[src/source/cache_pkg.sv]
`default_nettype none

package cache_pkg;

    localparam int addr_bits   = 32;
    localparam int word_bits   = 32;
    localparam int byte_lanes  = 4;
    localparam int index_bits  = 4;
    localparam int offset_bits = 2;
    localparam int tag_bits    = addr_bits - index_bits - offset_bits;
    localparam int num_lines   = 1 << index_bits;

    typedef enum logic [6:0] {
        op_load  = 7'h03,
        op_store = 7'h23
    } opcode_e;

    // values follow funct3
    typedef enum logic [2:0] {
        acc_byte   = 3'd0,
        acc_half   = 3'd1,
        acc_word   = 3'd2,
        acc_byte_u = 3'd4,
        acc_half_u = 3'd5
    } access_e;

    typedef enum logic [2:0] {
        st_idle,
        st_lookup,
        st_writeback,
        st_refill,
        st_respond
    } cache_state_e;

    typedef struct packed {
        logic                    is_store;
        access_e                 kind;
        logic [tag_bits-1:0]     tag;
        logic [index_bits-1:0]   index;
        logic [offset_bits-1:0]  offset;
        logic [word_bits-1:0]    wdata;
        logic [byte_lanes-1:0]   be;
    } cache_access_t;

    typedef struct packed {
        logic                    start;
        logic                    we;
        logic [addr_bits-1:0]    addr;
        logic [word_bits-1:0]    wdata;
    } mem_req_t;

    typedef struct packed {
        logic                    en;
        logic [index_bits-1:0]   index;
        logic [byte_lanes-1:0]   be;
        logic [word_bits-1:0]    data;
        logic                    set_valid;
        logic                    set_dirty;
        logic [tag_bits-1:0]     tag;
    } line_wr_t;

endpackage

`default_nettype wire

[src/source/cache_req_decoder.sv]
`timescale 1ns/1ps
`default_nettype none

module cache_req_decoder import cache_pkg::*; (
    input  logic                 clk,
    input  logic                 rst_b,
    input  logic                 req_valid,
    input  logic [6:0]           req_opcode,
    input  logic [2:0]           req_funct3,
    input  logic [addr_bits-1:0] req_addr,
    input  logic [word_bits-1:0] req_wdata,
    input  logic                 busy,
    output logic                 ready,
    output logic                 acc_valid,
    output cache_access_t        acc
);

    logic                   accept;
    logic                   is_store;
    logic                   is_mem;
    logic [offset_bits-1:0] offset;
    logic [2*word_bits-1:0] doubled;
    logic [word_bits-1:0]   lane_data;
    logic [byte_lanes-1:0]  lane_be;
    cache_access_t          acc_nx;

    assign ready    = !busy && !acc_valid;
    assign accept   = req_valid && ready;
    assign offset   = req_addr[offset_bits-1:0];
    assign is_store = (req_opcode == op_store);
    assign is_mem   = is_store || (req_opcode == op_load);

    // rotate left so byte 0 of the store data sits in the addressed lane
    assign doubled = {req_wdata, req_wdata} << {offset, 3'b000};

    always_comb begin
        lane_data = req_wdata;
        lane_be   = '0;
        if (is_store) begin
            case (access_e'(req_funct3))
                acc_byte: begin
                    lane_data = doubled[2*word_bits-1:word_bits];
                    lane_be   = 4'b0001 << offset;
                end
                acc_half: begin
                    lane_data = doubled[2*word_bits-1:word_bits];
                    case (offset)
                        2'd0:    lane_be = 4'b0011;
                        2'd1:    lane_be = 4'b0110;
                        2'd2:    lane_be = 4'b1100;
                        default: lane_be = 4'b1001;
                    endcase
                end
                // word ignores the offset
                acc_word: lane_be = '1;
                default:  lane_be = '0;
            endcase
        end
    end

    always_comb begin
        acc_nx.is_store = is_store;
        acc_nx.kind     = access_e'(req_funct3);
        acc_nx.tag      = req_addr[addr_bits-1 -: tag_bits];
        acc_nx.index    = req_addr[offset_bits +: index_bits];
        acc_nx.offset   = offset;
        acc_nx.wdata    = lane_data;
        acc_nx.be       = lane_be;
    end

    // other opcodes are taken and dropped
    always_ff @(posedge clk or negedge rst_b) begin
        if (!rst_b) begin
            acc_valid <= 1'b0;
        end else begin
            acc_valid <= accept && is_mem;
        end
    end

    always_ff @(posedge clk) begin
        if (accept) begin
            acc <= acc_nx;
        end
    end

endmodule

`default_nettype wire

[src/source/cache_line_store.sv]
`timescale 1ns/1ps
`default_nettype none

module cache_line_store import cache_pkg::*; (
    input  logic                  clk,
    input  logic                  rst_b,
    input  logic [index_bits-1:0] rd_index,
    output logic                  rd_valid,
    output logic                  rd_dirty,
    output logic [tag_bits-1:0]   rd_tag,
    output logic [word_bits-1:0]  rd_data,
    input  line_wr_t              wr
);

    logic                 valid_q [num_lines];
    logic                 dirty_q [num_lines];
    logic [tag_bits-1:0]  tag_q   [num_lines];
    logic [word_bits-1:0] data_q  [num_lines];

    assign rd_valid = valid_q[rd_index];
    assign rd_dirty = dirty_q[rd_index];
    assign rd_tag   = tag_q[rd_index];
    assign rd_data  = data_q[rd_index];

    always_ff @(posedge clk or negedge rst_b) begin
        if (!rst_b) begin
            for (int i = 0; i < num_lines; i++) begin
                valid_q[i] <= 1'b0;
                dirty_q[i] <= 1'b0;
            end
        end else if (wr.en) begin
            valid_q[wr.index] <= wr.set_valid;
            dirty_q[wr.index] <= wr.set_dirty;
        end
    end

    // byte merge into the selected line
    always_ff @(posedge clk) begin
        if (wr.en) begin
            tag_q[wr.index] <= wr.tag;
            for (int b = 0; b < byte_lanes; b++) begin
                if (wr.be[b]) begin
                    data_q[wr.index][8*b +: 8] <= wr.data[8*b +: 8];
                end
            end
        end
    end

endmodule

`default_nettype wire

[src/source/cache_load_format.sv]
`timescale 1ns/1ps
`default_nettype none

module cache_load_format import cache_pkg::*; (
    input  logic [word_bits-1:0]   word,
    input  access_e                kind,
    input  logic [offset_bits-1:0] offset,
    output logic [word_bits-1:0]   result
);

    logic [2*word_bits-1:0] doubled;
    logic [7:0]             byte_sel;
    logic [15:0]            half_sel;

    // rotate right so the addressed byte ends up in lane 0
    // halfword at offset 3 wraps around to lane 0 for its high byte
    assign doubled  = {word, word} >> {offset, 3'b000};
    assign byte_sel = doubled[7:0];
    assign half_sel = doubled[15:0];

    always_comb begin
        case (kind)
            acc_byte:   result = {{(word_bits-8){byte_sel[7]}}, byte_sel};
            acc_half:   result = {{(word_bits-16){half_sel[15]}}, half_sel};
            acc_word:   result = word;
            acc_byte_u: result = {{(word_bits-8){1'b0}}, byte_sel};
            acc_half_u: result = {{(word_bits-16){1'b0}}, half_sel};
            default:    result = '0;
        endcase
    end

endmodule

`default_nettype wire

[src/source/cache_ctrl.sv]
`timescale 1ns/1ps
`default_nettype none

module cache_ctrl import cache_pkg::*; (
    input  logic                  clk,
    input  logic                  rst_b,
    input  logic                  acc_valid,
    input  cache_access_t         acc,
    output logic                  busy,
    output logic [index_bits-1:0] index,
    input  logic                  line_valid,
    input  logic                  line_dirty,
    input  logic [tag_bits-1:0]   line_tag,
    input  logic [word_bits-1:0]  line_data,
    output line_wr_t              line_wr,
    output mem_req_t              mem_req,
    input  logic                  mem_done,
    input  logic [word_bits-1:0]  mem_rdata,
    output logic                  resp_valid,
    output logic [word_bits-1:0]  resp_rdata
);

    cache_state_e         state;
    mem_req_t             mem_q;
    logic                 hit;
    logic                 refill_done;
    logic [word_bits-1:0] load_word;

    assign index       = acc.index;
    assign hit         = line_valid && (line_tag == acc.tag);
    assign busy        = (state != st_idle);
    assign mem_req     = mem_q;
    assign refill_done = (state == st_refill) && mem_q.start && mem_done;
    assign resp_valid  = (state == st_respond);
    assign resp_rdata  = (resp_valid && !acc.is_store) ? load_word : '0;

    cache_load_format u_load_format (
        .word   (line_data),
        .kind   (acc.kind),
        .offset (acc.offset),
        .result (load_word)
    );

    // tag compare happens in the acc_valid cycle
    // so a hit answers on the next one
    always_ff @(posedge clk or negedge rst_b) begin
        if (!rst_b) begin
            state <= st_idle;
            mem_q <= '0;
        end else begin
            case (state)
                st_idle: begin
                    if (acc_valid) begin
                        state <= hit ? st_respond : st_lookup;
                    end
                end
                st_lookup: begin
                    if (line_valid && line_dirty) begin
                        mem_q.start <= 1'b1;
                        mem_q.we    <= 1'b1;
                        mem_q.addr  <= {line_tag, acc.index, {offset_bits{1'b0}}};
                        mem_q.wdata <= line_data;
                        state       <= st_writeback;
                    end else begin
                        state <= st_refill;
                    end
                end
                st_writeback: begin
                    if (mem_done) begin
                        mem_q.start <= 1'b0;
                        mem_q.we    <= 1'b0;
                        state       <= st_refill;
                    end
                end
                st_refill: begin
                    // start drops for a cycle between the two transfers
                    if (!mem_q.start) begin
                        mem_q.start <= 1'b1;
                        mem_q.we    <= 1'b0;
                        mem_q.addr  <= {acc.tag, acc.index, {offset_bits{1'b0}}};
                    end else if (mem_done) begin
                        mem_q.start <= 1'b0;
                        state       <= st_respond;
                    end
                end
                st_respond: state <= st_idle;
                default:    state <= st_idle;
            endcase
        end
    end

    // refill lands clean, a store merges on top in the respond cycle
    always_comb begin
        line_wr           = '0;
        line_wr.index     = acc.index;
        line_wr.tag       = acc.tag;
        line_wr.set_valid = 1'b1;
        if (refill_done) begin
            line_wr.en        = 1'b1;
            line_wr.be        = '1;
            line_wr.data      = mem_rdata;
            line_wr.set_dirty = 1'b0;
        end else if (resp_valid && acc.is_store && (acc.be != '0)) begin
            line_wr.en        = 1'b1;
            line_wr.be        = acc.be;
            line_wr.data      = acc.wdata;
            line_wr.set_dirty = 1'b1;
        end
    end

endmodule

`default_nettype wire

[src/source/cache_top.sv]
`timescale 1ns/1ps
`default_nettype none

module cache_top import cache_pkg::*; (
    input  logic                 clk,
    input  logic                 rst_b,
    input  logic                 req_valid,
    input  logic [6:0]           req_opcode,
    input  logic [2:0]           req_funct3,
    input  logic [addr_bits-1:0] req_addr,
    input  logic [word_bits-1:0] req_wdata,
    output logic                 ready,
    output logic                 resp_valid,
    output logic [word_bits-1:0] resp_rdata,
    output mem_req_t             mem_req,
    input  logic                 mem_done,
    input  logic [word_bits-1:0] mem_rdata
);

    logic                  acc_valid;
    cache_access_t         acc;
    logic                  busy;
    logic [index_bits-1:0] line_index;
    logic                  line_valid;
    logic                  line_dirty;
    logic [tag_bits-1:0]   line_tag;
    logic [word_bits-1:0]  line_data;
    line_wr_t              line_wr;

    cache_req_decoder u_decoder (
        .clk        (clk),
        .rst_b      (rst_b),
        .req_valid  (req_valid),
        .req_opcode (req_opcode),
        .req_funct3 (req_funct3),
        .req_addr   (req_addr),
        .req_wdata  (req_wdata),
        .busy       (busy),
        .ready      (ready),
        .acc_valid  (acc_valid),
        .acc        (acc)
    );

    cache_line_store u_line_store (
        .clk      (clk),
        .rst_b    (rst_b),
        .rd_index (line_index),
        .rd_valid (line_valid),
        .rd_dirty (line_dirty),
        .rd_tag   (line_tag),
        .rd_data  (line_data),
        .wr       (line_wr)
    );

    cache_ctrl u_ctrl (
        .clk        (clk),
        .rst_b      (rst_b),
        .acc_valid  (acc_valid),
        .acc        (acc),
        .busy       (busy),
        .index      (line_index),
        .line_valid (line_valid),
        .line_dirty (line_dirty),
        .line_tag   (line_tag),
        .line_data  (line_data),
        .line_wr    (line_wr),
        .mem_req    (mem_req),
        .mem_done   (mem_done),
        .mem_rdata  (mem_rdata),
        .resp_valid (resp_valid),
        .resp_rdata (resp_rdata)
    );

endmodule

`default_nettype wire

[config.mk]
export PLATFORM = sky130hd
export DESIGN_NAME = cache_top
export DESIGN_NICKNAME = d
export VERILOG_FILES = /design/src/source/cache_pkg.sv /design/src/source/cache_req_decoder.sv /design/src/source/cache_line_store.sv /design/src/source/cache_load_format.sv /design/src/source/cache_ctrl.sv /design/src/source/cache_top.sv
export SDC_FILE = /design/constraint.sdc
export NUM_CORES = 1
export LEC_CHECK = 0
export BUFFER_PORTS_ARGS = -buffer_cell sky130_fd_sc_hd__clkbuf_2
export CAP_MARGIN = 20
export CORE_AREA = 10 10 261 450
export DETAILED_ROUTE_END_ITERATION = 6
export DIE_AREA = 0 0 271 460
export SLEW_MARGIN = 30
export SYNTH_ARGS = -nofsm -noshare
export SYNTH_HDL_FRONTEND = slang
export SYNTH_SLANG_ARGS = --single-unit
[constraint.sdc]
create_clock -name clk -period 7 [get_ports clk]
set_clock_uncertainty 0.15 [all_clocks]
set_input_delay 0.35 -clock clk [delete_from_list [all_inputs] [get_ports clk]]
set_output_delay 0.35 -clock clk [all_outputs]
set_load 0.005 [all_outputs]
Word level (Yosys, flattened, before mapping)
Memory sizes are Yosys's and may differ from the RTL's. A register that Yosys moved wholly into a read port is not among the register bits.
Index checks and enable logic that the tools add are counted.
{"block": "totals", "ramBits": 928, "ff_bits": 174, "out_inout_bits": 100, "input_bits": 110, "mem_count": 2, "latchBits": 0, "mem_bits_ro": 0}
{"block": "classes", "reduce_logical": 29, "n_lt_le_gt_ge": 2, "eq_ne": 21, "div_mod_pow": 0, "bitwise_logic": 2, "n_mul": 0, "n_mux": 50, "n_addsub": 0, "shifts": 3}
{"name": "u_line_store.data_q", "depth": 16, "width": 32, "rd": 1, "rd_clocked_by_memory_dff": 1, "wr": 1, "line": "cache_line_store.sv:18", "text": "logic [word_bits-1:0] data_q [num_lines];"}
{"name": "u_line_store.tag_q", "depth": 16, "width": 26, "rd": 1, "rd_clocked_by_memory_dff": 1, "wr": 1, "line": "cache_line_store.sv:17", "text": "logic [tag_bits-1:0] tag_q [num_lines];"}
{"operator": "$pmux 32 s5", "count": 1}
{"operator": "$mux 32", "count": 3}
{"operator": "$mux 36", "count": 2}
{"operator": "$mux 66", "count": 1}
{"operator": "$pmux 32 s2", "count": 1}
{"operator": "$shl 64x5->64", "count": 1}
{"operator": "$shr 64x5->16", "count": 1}
{"operator": "$mux 33", "count": 1}
{"operator": "$eq 26x26->1", "count": 1}
{"operator": "$mux 1", "count": 25}
{"operator": "$pmux 4 s3", "count": 2}
{"operator": "$bwmux 16", "count": 1}
{"operator": "$or 16x16->16", "count": 1}
{"operator": "$mux 3", "count": 5}
{"operator": "$eq 3x2->1 const B", "count": 4}
{"operator": "$pmux 3 s4", "count": 1}
{"operator": "$logic_and 1x1->1", "count": 11}
{"operator": "$eq 3x1->1 const B", "count": 3}
{"operator": "$eq 3x3->1 const B", "count": 3}
{"operator": "$logic_not 3->1", "count": 3}
{"operator": "$bmux 1 s4", "count": 2}
{"operator": "$mux 4", "count": 2}
{"operator": "$ne 2x2->1 const B", "count": 4}
{"operator": "$reduce_and 4->1", "count": 2}
{"operator": "other kinds (21)", "count": 26}

Logic depth before layout (Yosys ltp)
Gate-level depths: netlist (run 1).
{"block": "depth", "depth_word": 8, "depth_mapped": 12}

By module
From an unflattened synthesis (run 1), not the netlist that was laid out.
{"block": "hier_totals", "cells_unflattened": 2339, "hier_area_um2": 45094.5}
{"module": "cache_line_store", "area_each_um2": 36556.3, "n_inst": 1, "cells_per_inst": 1590}
{"module": "cache_ctrl", "area_each_um2": 4058.9, "n_inst": 1, "cells_per_inst": 422}
{"module": "cache_req_decoder", "area_each_um2": 3560.9, "n_inst": 1, "cells_per_inst": 209}
{"module": "cache_load_format", "area_each_um2": 918.4, "n_inst": 1, "cells_per_inst": 118}

Least setup slack after synthesis (run 1)
OpenSTA, ideal clock, no wires.
{"block": "synth_path", "kind": "register to output", "start": "register with a tool-made name", "end": "output resp_rdata[0]", "arrival_ps": 2818, "required_ps": 6500, "path_stages_with_launch": 12, "slack_ps": 3682, "cell_sequence": "dfxtp_1 -> buf_2 -> buf_4 -> buf_4 -> buf_1 -> mux4_2 -> mux4_2 -> mux2_2 -> nand2_1 -> o21ai_1 -> a22oi_1 -> nor2_1"}
{"item": "end: declaration", "line": "cache_top.sv:14", "text": "output logic [word_bits-1:0] resp_rdata,"}

==> results.md, run 1 <==
- Crit-path cells: buf_4 > mux4_2 > mux4_2 > mux4_2 > nand2_1 > or3_1 > a21o_4 > nand2_1 > clkbuf_2
- ANT nets after route: 0
- Rows: 161
- Fin nets: 2803
- Ys async rst share: 0.0906
- Power Density: 331 nW/um^2
- CP arrival: 4680 ps
- Worst min-delay path category: primary input to asynchronous set/reset pin
- Register area: 32600 sq um
- Initial antenna violation count: 4
- Fmax: 193 MHz
- CTS Buf Count: 100
- Worst Path Required: 6500 ps
- P_leak: 17.0 nW
- First-pass GRT wire length: 183000 microns
- Drt initial violations: 2291
- Final period util: 0.741
- Post-DP HPWL: 85100 microns
- EDFF count, synth: 1000
- Setup violations, final: 0
- Warnings, synthesis: 0
- Residual DRC: 0
- Routed vias/inst: 5.82
- Worst Max-Slew Pin Slew: 978 ps
- Max FO, Critical Path: 50
- Clk slew on worst S/H paths: 70 ps
- Post-CTS setup buffers: 0
- H-tree depth: 3
- Placer Congestion: 0.872
- Max-slew violations: 0
- CP bufs+invs: 2
- Sequential-to-total area share from yosys stat: 0.714
- Number of fill cells: 9140
- Fraction of layout cells with a size suffix above 1: 0.294
- Synth Cell Area: 45600 sq um
- Crit path time final: 5180 ps
- Drt pass-1 iters: 5
- Flops & latches, synth: 1104
- Synth unique cells: 70
- Via count: 24700
- Placed cell areas: 48300 sq um
- Switching part of the total: 0.286
- Drt total wl: 125000 microns
- Startpoint type of the worst setup path: register
- WHS: 50.9 ps
- Core area: 110000 sq um
- Total power: 0.0174 W
- Crit-path most repeated cell: mux4_2
- Final worst setup slack: 1820 ps
- Die Ht: 460 microns
- Clk sinks: 1104
- Worst setup path class: register to output pin
- Part of the power in combinational logic: 0.202
- Area grow syn2layout: 14.8%
- # IOs: 210
- CTS Buffer Depth: 3
- Root buf cell: clkbuf_16
- Psw: 0.00496 W
- Largest net degree at the start of global routing: 97
- Seq pwr share: 0.470
- CTS tree: done
- Most common cell after layout, fill and taps aside: edfxtp_1
- Die area: 125000 sq um
- Grt total ovfl: 0
- Max-cap viol count: 0
- Slew headroom: 0.331
- Pint: 0.0124 W
- Vias in the first global route: 26400
- Multi-input logic area: 12300 sq um
- Tot GR Track Use: 0.200
- Outcome: finished clean
- Resized cells post-CTS: 0
- Synth Instances: 2409
- Most frequent cells in the layout: edfxtp_1, mux4_2, clkbuf_2
- CP max-delay cell: dfxtp_4
- Die W: 271 microns
- Crit end category: output pin
- Wire per inst: 29.6 microns
- R2R setup slack: 2580 ps
- Peak VDD IR: 219 uV
- Post-Route Setup TNS: 0 ps
- Post-Syn Area per Cell: 18.9 sq um
- Unrepaired setup endpoints after global routing: false
- Dpl ws: 2560 ps
- Starting density of the core: 0.416
- Clk network pwr share: 0.328
- Post-Layout Inst Area: 52400 sq um
- Final hold viol count: 0
- Primary FF master, synth: edfxtp_1
- Delay of the slowest cell on the worst path: 830 ps
- # port buffers: 207
- CP delay by family, top: multiplexers
- CTS Hold Bufs: 71
- Clk Latency, worst-skew pair: 710 ps
-- layout make-up --
type	count	share of cell area
Antenna cell	2	0.0000955
Clock buffer	115	0.0494
Clock inverter	72	0.0154
Inverter	35	0.00258
Multi-Input combinational cell	1123	0.234
Sequential cell	1104	0.622
Tap cell	1467	0.0350
Timing Repair Buffer	324	0.0411
-- power groups by stage --
stage | registers, W | clock network, W | logic [W]
after global routing | 0.00821 | 0.00603 | 0.00374
after CTS | 0.00816 | 0.00580 | 0.00353
after floorplan | 0.00812 | 0 | 0.00222
final | 0.00816 | 0.00570 | 0.00350
after detailed placement | 0.00830 | 0 | 0.00348
after global placement | 0.00828 | 0 | 0.00341
-- per-layer routing --
layer | GRT usage | up-vias | part of all wire
met5 | 0 | - | 0.00022
met4 | 0.0828 | 4 | 0.038
met3 | 0.0351 | 233 | 0.063
met2 | 0.368 | 1075 | 0.54
met1 | 0.224 | 13000 | 0.35
li1 | - | 10300 | -
-- cells in the mapped netlist, types with 7 or more instances --
| library cell | instances | area, sq um |
|---|---|---|
| o21ai_0 | 48 | 240 |
| nand2b_1 | 34 | 213 |
| clkbuf_1 | 66 | 248 |
| and3_1 | 9 | 56.3 |
| buf_4 | 12 | 90.1 |
| mux2i_1 | 44 | 440 |
| a22oi_1 | 17 | 128 |
| buf_2 | 45 | 225 |
| o22ai_1 | 15 | 93.8 |
| nor2_1 | 111 | 417 |
| nand2_1 | 138 | 518 |
| nor3_1 | 12 | 60.1 |
| o21ai_1 | 8 | 40.0 |
| a21oi_1 | 45 | 225 |
| a31oi_1 | 21 | 131 |
| edfxtp_1 | 1000 | 30000 |
| xor2_1 | 7 | 61.3 |
| mux2_2 | 73 | 822 |
| dfrtp_1 | 100 | 2500 |
| a22o_1 | 35 | 307 |
| inv_1 | 32 | 120 |
| and2_1 | 8 | 50.1 |
| xnor2_1 | 15 | 131 |
| buf_1 | 20 | 75.1 |
| mux2_1 | 30 | 338 |
| a211oi_1 | 7 | 52.6 |
| nand3_1 | 34 | 170 |
| mux4_2 | 304 | 6850 |
| nor2b_1 | 15 | 93.8 |
-- path summary, 6_finish.rpt --
path                                      endpoint  depth (start not counted)
max reg2reg                        u_ctrl.state[0]                          8
min reg2reg                u_line_store.valid_q[5]                          1
min                             u_ctrl.mem_req[41]                          2
max                                 resp_rdata[29]                          9
max in group asynchronous        u_ctrl.mem_req[6]                          3
min in group clk                 u_decoder.acc[36]                          2
-- metrics by stage --
step | cells | util
global route | 4241 | 0.477
detailed placement | 3982 | 0.440
CTS | 4240 | 0.477
finish | 4242 | 0.477
global placement | 3980 | 0.439
floorplan | 2410 | -
-- cell families (layout without fill, tap and decap cells) --
group | after synthesis | count (layout) | share of synthesized area
xor gates and xnor gates | 22 | 22 | 0.00422
buffers and inverters | 183 | 546 | 0.0181
DFF | 1104 | 1104 | 0.714
AOI/OAI and AO/OA | 249 | 249 | 0.0370
muxes | 451 | 451 | 0.185
and+or+nand+nor | 394 | 394 | 0.0397
other | 1 | 4 | 0.0000822
adders and majority gates | 5 | 5 | 0.00137
-- sequential cells by signal, summed over array words and instances, names as in the netlist, named ones only --
signal	cells
u_line_store.data_q	512
u_decoder.acc	72
u_decoder.acc_valid	1
u_ctrl.mem_req	64
u_ctrl.state	3
u_line_store.valid_q	16
u_line_store.dirty_q	16
u_line_store.tag_q	416
(Power assumes the default switching activity.)
==> run 2, diff against run 1 <==
--- a/config.mk
+++ b/config.mk
@@ -5,11 +5,12 @@
 export SDC_FILE = /design/constraint.sdc
 export NUM_CORES = 1
 export LEC_CHECK = 0
+export ABC_AREA = 1
 export BUFFER_PORTS_ARGS = -buffer_cell sky130_fd_sc_hd__clkbuf_2
 export CAP_MARGIN = 20
-export CORE_AREA = 10 10 261 450
+export CORE_AREA = 10 10 266 458
 export DETAILED_ROUTE_END_ITERATION = 6
-export DIE_AREA = 0 0 271 460
+export DIE_AREA = 0 0 276 468
 export SLEW_MARGIN = 30
 export SYNTH_ARGS = -nofsm -noshare
 export SYNTH_HDL_FRONTEND = slang
==> constraint.sdc (replaced) <==
create_clock -name clk -period 4.2 [get_ports clk]
set_clock_uncertainty 0.15 [all_clocks]
set_input_delay 0.21 -clock clk [delete_from_list [all_inputs] [get_ports clk]]
set_output_delay 0.21 -clock clk [all_outputs]
set_load 0.005 [all_outputs]
==> results.md, run 2 <==
- Clk Latency, worst-skew pair: 720 ps
- Die area: 129000 sq um
- Largest net degree at the start of global routing: 139
- Register area: 32600 sq um
- Crit path time final: 3930 ps
- Die W: 276 microns
- Grt total ovfl: 0
- Clk sinks: 1104
- Final worst setup slack: 269 ps
- First-pass GRT wire length: 208000 microns
- Root buf cell: clkbuf_16
- Residual DRC: 0
- Met2 Usage GRT: 0.391
- Synth Instances: 4318
- EDFF count, synth: 1000
- Fmax: 254 MHz
- Clk slew on worst S/H paths: 70 ps
- Synth unique cells: 38
- CP arrival: 3570 ps
- H-tree depth: 3
- Worst min-delay path category: primary input to register
- Multi-input logic area: 12100 sq um
- Most frequent cells in the layout: edfxtp_1, nand2_1, nor2_1
- Outcome: finished clean
- CTS Buf Count: 103
- Starting density of the core: 0.416
- Synth Cell Area: 47500 sq um
- Worst setup path class: register to output pin
- Rows: 164
- Area grow syn2layout: 14.7%
- Drt pass-1 iters: 6
- Ys async rst share: 0.0906
- Synth top area cells: edfxtp_1, nand2_1, dfrtp_1
- Primary FF master, synth: edfxtp_1
- Sequential-to-total area share from yosys stat: 0.687
- Max FFs per register: 512
- Crit end category: output pin
- Post-Syn Area per Cell: 11.0 sq um
- Placer Congestion: 0.872
- Top Usage Layer GRT: met2
- Final period util: 0.936
- Diodes inserted: 0
- Drt total wl: 141000 microns
- Dpl ws: 627 ps
- Top cell type's share of synthesized area: 0.632
- Vias in the first global route: 32900
- Max-slew violations: 0
- Flops & latches, synth: 1104
- Drt initial violations: 2980
- P_leak: 21.9 nW
- Largest regs: u_line_store.data_q: 512 flops, u_line_store.tag_q: 416 flops, u_decoder.acc: 72 flops
- Final hold viol count: 0
- Met1 Use GR: 0.229
- Power Density: 598 nW/um^2
- Reg with most FFs: u_line_store.data_q
- Via count: 33200
- Fraction of layout cells with a size suffix above 1: 0.108
- # port buffers: 207
- Most common cell in the synthesized netlist: edfxtp_1
- CTS Buffer Depth: 3
- Tot GR Track Use: 0.211
- Core area: 114000 sq um
- Worst Path Required: 3840 ps
- Worst Max-Slew Pin Slew: 1030 ps
- Setup violations, final: 0
- Startpoint type of the worst setup path: register
- Post-DP HPWL: 89700 microns
- Most common cell after layout, fill and taps aside: edfxtp_1
- Post-Route Setup TNS: 0 ps
- CTS tree: done
- GR Util met3: 0.0277
- Max-cap viol count: 0
- Unrepaired setup endpoints after global routing: false
- Number of fill cells: 10400
- Max FO, Critical Path: 126
- Commonest cells post-synth: edfxtp_1, nand2_1, nor2_1, o21ai_0, inv_1
- Synth area leader: edfxtp_1
- Initial antenna violation count: 1
- Die Ht: 468 microns
- Warnings, synthesis: 0
- Fin nets: 4682
- Routed vias/inst: 5.40
- Peak VDD IR: 347 uV
- ANT nets after route: 0
- WHS: 54.5 ps
- Slew headroom: 0.312
- Wire per inst: 22.9 microns
- # IOs: 210
[run 2: cell count changes after synthesis, sizes merged, moves of 304 or more]
cell,before,now
inv,33,370
mux4,304,0
nand2,138,943
nand3,34,352
nor2,111,510
o21ai,56,419
[run 2: per-layer routing]
metal | wire length (microns) | vias up
li1 | - | 15500
met1 | 50700 | 16300
met2 | 75200 | 1133
met3 | 7060 | 297
met4 | 7980 | 0
met5 | 0 | -
[run 2: path summary, 6_finish.rpt]
kind / startpoint / end / slack, ps / cells after the start
max: register / resp_rdata[11] / 270 / 14
min: mem_rdata[17] / u_line_store.data_q[7][17] / 50 / 2
max reg2reg: u_decoder.acc[38] / u_ctrl.mem_req[62] / 620 / 13
min reg2reg: u_line_store.valid_q[3] / u_line_store.valid_q[3] / 290 / 2
max in group asynchronous: rst_b / u_ctrl.mem_req[15] / 2940 / 4
min in group asynchronous: rst_b / u_ctrl.mem_req[63] / 430 / 4
[run 2: where the power goes]
group          internal (W)  leakage [nW]  switching (W)
Sequential           0.0128          11.2       0.000574
Combinational       0.00287          9.14        0.00700
Clock               0.00522          1.61        0.00413
Total                0.0209          21.9         0.0117
[run 2: area by class of cell]
type                    instances  share of cell area
clock buffers                 132              0.0503
clock inverters                59              0.0107
inverters                     372              0.0261
multi-input cells            2581               0.223
flip-flops and latches       1104               0.599
well taps                    1494              0.0343
repair buffers                405              0.0567
[run 2: critical path: stages (launching register included)]
cell,delay [ps]
dfxtp_4,470
buf_12,420
o21ai_0,170
o221ai_1,250
nand3_1,140
nand2_1,520
inv_1,150
nand2_1,90
nand3_1,90
nand2_1,100
nand2_1,60
nand3_1,100
nand2_1,60
inv_1,60
clkbuf_2,110
[run 2: stage by stage]
stage          cells  total power [W]  instance area, sq um  utilization
3_5_place_dp    5853           0.0234                 50000        0.439
6_report        6147           0.0326                 54500        0.477
4_1_cts         6144           0.0327                 54400        0.477
5_1_grt         6147           0.0341                 54500        0.477
2_1_floorplan   4319           0.0196                 47500            -
3_3_place_gp    5853           0.0233                 50000        0.438
[run 2: what timing repair did]
| item | 4_1_cts | 5_1_grt |
|---|---|---|
| setup endpoints to repair | 0 | 24 |
| buffers inserted | 0 | 1 |
| hold buffers | 100 | 1 |
| hold endpoints to repair | 191 | 1 |
| gates resized for setup | 0 | 3 |
[run 2: cells by family (layout without fill, tap and decap cells)]
kind of cell	after synthesis	after routing	synth area share
AOI/OAI and AO/OA	739	739	0.0946
DFF	1104	1104	0.687
muxes	6	6	0.00142
adders and majority gates	5	5	0.00132
and+or+nand+nor	1829	1829	0.156
buffers and inverters	634	968	0.0600
other	1	2	0.0000790
